===== src/verilog/keccak_io_settings.svh =====
/*
 * keccak_io settings
 * lane width, rate block size, length width and the rate of every
 * supported function for the sponge I/O buffer
 */
`ifndef KECCAK_IO_SETTINGS_SVH
`define KECCAK_IO_SETTINGS_SVH

// one bus lane, also the keccak lane size
`define KIO_LANE_WIDTH 64

// widest rate block, shake128
`define KIO_MAX_RATE 1344
`define KIO_MAX_LANES 21

// message length counter, in lanes
`define KIO_LEN_WIDTH 16

// rate in bits per function
`define KIO_RATE_SHAKE128 1344
`define KIO_RATE_SHAKE256 1088
`define KIO_RATE_SHA3_256 1088
`define KIO_RATE_SHA3_512 576

`endif


===== src/verilog/keccak_io_pkg.sv =====
/*
 * keccak_io package
 * types shared by the sponge I/O buffer blocks and the rate lookup
 */
`include "keccak_io_settings.svh"

package keccak_io_pkg;

    // function select encoding
    typedef enum logic [1:0] {
        shake128 = 2'd0,
        shake256 = 2'd1,
        sha3_256 = 2'd2,
        sha3_512 = 2'd3
    } keccak_fn_e;

    // buffer mode, code 3 behaves as hold too
    typedef enum logic [1:0] {
        absorb  = 2'd0,
        squeeze = 2'd1,
        hold    = 2'd2
    } io_mode_e;

    typedef logic [`KIO_LANE_WIDTH-1:0] lane_t;
    typedef logic [`KIO_LEN_WIDTH-1:0]  lane_count_t;

    // rate block, filled by lanes and read as a flat bit vector
    // lane 0 sits in the low bits
    typedef union packed {
        logic [`KIO_MAX_RATE-1:0]      bits;
        lane_t [`KIO_MAX_LANES-1:0]    lanes;
    } rate_block_u;

    // lanes per rate block for a given function
    function automatic lane_count_t rate_lanes(keccak_fn_e fn);
        lane_count_t lanes;
        case (fn)
            shake128: lanes = lane_count_t'(`KIO_RATE_SHAKE128 / `KIO_LANE_WIDTH);
            shake256: lanes = lane_count_t'(`KIO_RATE_SHAKE256 / `KIO_LANE_WIDTH);
            sha3_256: lanes = lane_count_t'(`KIO_RATE_SHA3_256 / `KIO_LANE_WIDTH);
            default:  lanes = lane_count_t'(`KIO_RATE_SHA3_512 / `KIO_LANE_WIDTH);
        endcase
        return lanes;
    endfunction

endpackage


===== src/verilog/squeeze_unloader.sv =====
/*
 * squeeze unloader
 * captures a permutation result and sends it out one lane per cycle,
 * lane 0 first; a new capture on the last lane keeps the stream gapless
 */
`include "keccak_io_settings.svh"

module squeeze_unloader (
    input  logic                       clk_i,
    input  logic                       rst_ni,
    input  logic                       start,
    input  keccak_io_pkg::io_mode_e    mode,
    input  keccak_io_pkg::keccak_fn_e  function_sel,
    input  logic                       perm_ready,
    input  keccak_io_pkg::rate_block_u squeeze_block,
    output keccak_io_pkg::lane_t       dout,
    output logic                       dout_valid
);

    keccak_io_pkg::rate_block_u shift_q;
    keccak_io_pkg::lane_count_t left_q;

    logic is_squeeze;
    logic sending;
    logic capture;

    assign is_squeeze = (mode == keccak_io_pkg::squeeze);
    assign sending    = (left_q != '0);

    // idle or on the last lane, so a new result may enter
    assign capture = is_squeeze && perm_ready && (left_q <= 1);

    //////////////////////////////////////////////////////////////////////
    // lanes left counter
    //////////////////////////////////////////////////////////////////////
    always_ff @(posedge clk_i or negedge rst_ni) begin
        if (!rst_ni) begin
            left_q <= '0;
        end else if (start) begin
            left_q <= '0;
        end else begin
            case (mode)
                keccak_io_pkg::squeeze: begin
                    if (capture) begin
                        left_q <= keccak_io_pkg::rate_lanes(function_sel);
                    end else if (sending) begin
                        left_q <= left_q - 1'b1;
                    end
                end
                // absorb and hold keep the stream frozen
                default: begin
                    left_q <= left_q;
                end
            endcase
        end
    end

    //////////////////////////////////////////////////////////////////////
    // lane shift register
    //////////////////////////////////////////////////////////////////////
    always_ff @(posedge clk_i) begin
        if (capture) begin
            shift_q <= squeeze_block;
        end else if (is_squeeze && sending) begin
            // next lane moves down into lane 0
            shift_q.bits <= shift_q.bits >> `KIO_LANE_WIDTH;
        end
    end

    assign dout = shift_q.lanes[0];

    // only valid while squeezing, hold forces it low
    assign dout_valid = is_squeeze && sending;

endmodule


===== config.mk =====
export PLATFORM = sky130hd
export DESIGN_NAME = squeeze_unloader
export DESIGN_NICKNAME = d
export VERILOG_FILES = /design/src/verilog/keccak_io_pkg.sv /design/src/verilog/squeeze_unloader.sv
export VERILOG_INCLUDE_DIRS = /design/src /design/src/verilog
export SDC_FILE = /design/constraint.sdc
export NUM_CORES = 2
export LEC_CHECK = 0
export ABC_AREA = 1
export BUFFER_PORTS_ARGS = -buffer_cell sky130_fd_sc_hd__buf_2
export CORE_AREA = 2 2 555 557
export DETAILED_ROUTE_END_ITERATION = 7
export DIE_AREA = 0 0 557 559
export REMOVE_ABC_BUFFERS = 1
export SLEW_MARGIN = 20
export SYNTH_ARGS = -nofsm -noshare
export SYNTH_HDL_FRONTEND = slang
export SYNTH_SLANG_ARGS = --single-unit

===== constraint.sdc =====
create_clock -name clk_i -period 29.3 [get_ports clk_i]
set_input_delay 2.93 -clock clk_i [delete_from_list [all_inputs] [get_ports clk_i]]
set_output_delay 2.93 -clock clk_i [all_outputs]
set_load 0.05 [all_outputs]

==> Word level (Yosys, flattened, before mapping) <==
Cells that the tools add are included.
{ "word_totals": {"ff_bits": 1360, "input_bits": 1352, "out_inout_bits": 65, "wordCells": 24} }
{ "classes": {"add_sub_neg": 1, "magnitude_cmp": 1, "n_eq_ne": 3, "mux": 7, "n_reduce_logical": 10} }
{ "ops": {"columns": ["cell", "n"], "rows": [
  ["$mux 1344", 2],
  ["$mux 16", 4],
  ["$le 16x1->1 const B", 1],
  ["$reduce_bool 16->1", 1],
  ["$sub 16x1->16 const B", 1],
  ["$pmux 5 s2", 1],
  ["$eq 2x1->1 const B", 2],
  ["$reduce_bool 2->1", 2],
  ["$logic_and 1x1->1", 3],
  ["$reduce_bool 3->1", 1],
  ["$eq 2x2->1 const B", 1],
  ["$logic_not 2->1", 1],
  ["$reduce_and 2->1", 1],
  ["$reduce_or 2->1", 1]
]} }

==> Depth between registers and ports, before layout <==
{ "depth": {"depth_word": 6, "mapped_depth": 11} }

==> Worst setup path before layout <==
No wires, ideal clock.
{ "synth_timing": {"path_type": "input port to flip-flop", "start": "in mode[1]", "end": "reg shift_q[0] (netlist bit), enable pin", "setup_time_ns": 9.267, "arrival_ns": 25.478, "required_time_ns": 20.033, "path_slack_ns": -5.445, "path_stages": 8, "n_path_buf": 3, "cell_sequence": "inv_1 nand3_1 nor2_1 nand3_2 buf_2 buf_2 buf_2 nand2_1"} }
{ "synth_via": {"elab_chain_len": 4, "word_cells_on_any_way": 5} }
{ "synth_rtl": {"columns": ["item", "line_no", "text"], "rows": [
  ["start, declared", "squeeze_unloader.sv:12", "input keccak_io_pkg::io_mode_e mode,"],
  ["$eq 2x1->1 *", "squeeze_unloader.sv:27", "assign is_squeeze = (mode == keccak_io_pkg::squeeze);"],
  ["$logic_and 1x1->1 (2 in a row)", "squeeze_unloader.sv:31", "assign capture = is_squeeze && perm_ready && (left_q <= 1);"],
  ["$reduce_bool 2->1 (no source line) *", null, null],
  ["end signal, assigned", "squeeze_unloader.sv:63", "shift_q <= squeeze_block;"],
  ["end, declared", "squeeze_unloader.sv:20", "keccak_io_pkg::rate_block_u shift_q;"]
]} }
Every way passes the cells marked *; elsewhere a longest branch is shown, timed or not.
A chain may end at the register's enable or synchronous reset.

==> Worst setup path in the final report <==
{ "layout_timing": {"start": "in mode[1]", "end": "reg shift_q[1272] (netlist bit), enable pin"} }
The elaborated chain is that of the path after synthesis.

==> flow_metrics.env <==
export IMPL_status="finished clean"
export IMPL_slew_viol_final=0
export IMPL_hold_ws_ns=0.5056
export IMPL_grt_ovfl_total=0
export IMPL_vias_per_cell=3.785
export IMPL_htreeDepth=4
export IMPL_ys_warn_count=0
export IMPL_ys_top_cells_by_count="inv_1 (1368), nand2_1 (1349), edfxtp_1 (1344), o21ai_0 (911), o21ai_1 (376)"
export IMPL_netlist_area_um2=59750
export IMPL_start_kind="input port"
export IMPL_hold_viol=0
export IMPL_dr_pass1_iters=6
export IMPL_period_share_pct=26.04
export IMPL_endpoint_kind="flip-flop"
export IMPL_grt_pass1_wl_um=298800
export IMPL_cts_tree="done"
export IMPL_coreArea_um2=305000
export IMPL_synth_seq_area_share_pct=68.22
export IMPL_reg2reg_depth=10
export IMPL_crit_fanout=160
export IMPL_cts_root_buf="clkbuf_16"
export IMPL_area_growth_pct=28.06
export IMPL_use_met2_pct=19.97
export IMPL_port_buffers=1416
export IMPL_async_flop_share_pct=1.176
export IMPL_clk_latency_ns=0.83
export IMPL_start_util_pct=19.59
export IMPL_numCtsBuffers=168
export IMPL_hold_start="shift_q[1209]"
export IMPL_power_leakage_nw=35.81
export IMPL_peakVddDrop_mv=0.04644
export IMPL_wl_um=221000
export IMPL_power_mw=6.175
export IMPL_cts_resized=0
export IMPL_synth_top_cell_area_share_pct=67.55
export IMPL_use_met3_pct=4.096
export IMPL_required_ns=29.73
export IMPL_fillers=32700
export IMPL_gp_congestion=0.8782
export IMPL_fmax_mhz=131.1
export IMPL_die_w_um=557
export IMPL_met1_usage_pct=18.76
export IMPL_rrSetupSlack_ns=23.22
export IMPL_synth_edf_count=1344
export IMPL_drt_iter0_drc=4212
export IMPL_grt_total_usage_pct=13.61
export IMPL_utilization_pct=25.08
export IMPL_dp_hpwl_um=170300
export IMPL_grt_pass1_vias=40680
export IMPL_yosysUniqueCellTypes=20
export IMPL_worstPathArrival_ns=8.06
export IMPL_path_class="in -> reg"
export IMPL_clock_sinks=1360
export IMPL_r2r_start="left_q[0]"
export IMPL_power_density_nw_per_um2=80.70
export IMPL_wl_per_cell_um=19.30
export IMPL_clockBufferDepth=4
export IMPL_io_pins=1417
export IMPL_drc=0
export IMPL_drive_gt1_share_pct=23.54
export IMPL_yosysMostFrequentCell="inv_1"
export IMPL_tightest_slew_ns=1.221
export IMPL_ys_top_cells_by_area="edfxtp_1 (68%), inv_1 (8.6%), nand2_1 (8.5%)"
export IMPL_num_rows=203
export IMPL_dieHeight_um=559
export IMPL_hold_end="shift_q[1145]"
export IMPL_rsz0062_at_grt="no"
export IMPL_placed_cell_area_um2=70690
export IMPL_design_area_um2=76510
export IMPL_vias=43320
export IMPL_finalSetupTns_ns=0
export IMPL_hold_class="reg -> reg"
export IMPL_synth_flop_cell="edfxtp_1"
export IMPL_nNetsFinal=8479
export IMPL_grt_max_degree=301
export IMPL_cts_hold_buf=0
export IMPL_busiest_layer="met2"
export IMPL_cts_setup_buffers=0
export IMPL_ant_nets=0
export IMPL_path_clk_slew_ns=0.06
export IMPL_rr_endpoint="shift_q[1272]"
export IMPL_yosysTopAreaCell="edfxtp_1"
export IMPL_antenna_found_initial=214
export IMPL_setup_viol=0
export IMPL_synthCells=5854
export IMPL_relSlewSlack_pct=17.73
export IMPL_seq_area_um2=40760
export IMPL_postSynthAreaPerCell_um2=10.21
export IMPL_hold_depth=2
export IMPL_fin_skew_ns=0.04447
export IMPL_synth_seq_cells=1360
export IMPL_post_route_min_period_ns=7.631
export IMPL_maxCapViolCount=0
export IMPL_multi_input_area_um2=12130
export IMPL_fp_dieArea_um2=311400
metal layers:
metal | vias to the layer above | part of all wire (%) | wire [µm]
met4 | 86 | 3.2 | 7127
met5 | - | 0.25 | 556
met2 | 1650 | 42 | 92790
met1 | 19760 | 46 | 100800
met3 | 421 | 8.9 | 19680
li1 | 21410 | - | -
per-stage QoR:
step	worst slack, ns	cells
global route	21.35	11390
global placement	20.87	11050
CTS	21.84	11350
detailed placement	20.91	11050
floorplan	-107.97	5494
finish	21.67	11450
cell families (layout without fill, tap and decap cells):
kind of cell / Yosys count / count (layout) / share of synthesized area, %
xor gates and xnor gates: 9 / 9 / 0.1319
buffers and inverters: 1728 / 3127 / 11.50
and+or+nand+nor: 1468 / 1468 / 9.325
AOI/OAI and AO/OA: 1287 / 1287 / 10.78
adders and majority gates: 2 / 2 / 0.04188
other: 0 / 93 / 0
DFF: 1360 / 1360 / 68.22
final cells by class:
| type | count | area share [%] |
|---|---|---|
| Clock buffer | 201 | 5.697 |
| Timing Repair Buffer | 1461 | 9.877 |
| Inverter | 1368 | 6.711 |
| Antenna cell | 93 | 0.3042 |
| Tap cell | 4100 | 6.705 |
| Clock inverter | 97 | 1.578 |
| Multi-Input combinational cell | 2766 | 15.86 |
| Sequential cell | 1360 | 53.27 |
state kept, by name, summed over array words and instances, names as in the netlist:
signal,cells
left_q,16
shift_q,1344
report_power, final:
| group | internal [mW] | switching (mW) |
|---|---|---|
| clock network | 1.24 | 0.904 |
| registers | 2.78 | 0.188 |
| logic | 0.319 | 0.749 |
| total | 4.33 | 1.84 |
worst max path at each step:
stage                 start       endpoint
global placement    mode[1]   shift_q[924]
finish              mode[1]  shift_q[1272]
floorplan           mode[1]     shift_q[0]
global route        mode[1]   shift_q[978]
CTS                 mode[1]   shift_q[978]
detailed placement  mode[1]   shift_q[924]
worst max-delay path, stage by stage:
cell and delay (ns):
buf_2 0.09, inv_1 0.05, nand3_1 0.12, nor2_1 0.21, nand3_4 0.40, nand2_4 0.82, buf_12 0.58, buf_4 0.69
buf_12 0.58, buf_4 0.86
cell usage in the layout (no fill, tap or decap), types with 10 or more instances in the layout:
cell type | Yosys | layout
clkinv_1 | 0 | 28
diode_2 | 0 | 93
clkbuf_16 | 0 | 169
dfrtp_1 | 16 | 16
clkinv_2 | 0 | 19
nand3_1 | 10 | 10
o21ai_1 | 376 | 378
inv_1 | 1368 | 1368
clkbuf_1 | 177 | 31
o21ai_0 | 911 | 909
nand4_1 | 12 | 12
bufinv_16 | 0 | 18
nor2_1 | 91 | 91
buf_4 | 66 | 35
edfxtp_1 | 1344 | 1344
buf_2 | 111 | 1416
nand2_1 | 1349 | 1348
Power figures use the tool's default switching activity.
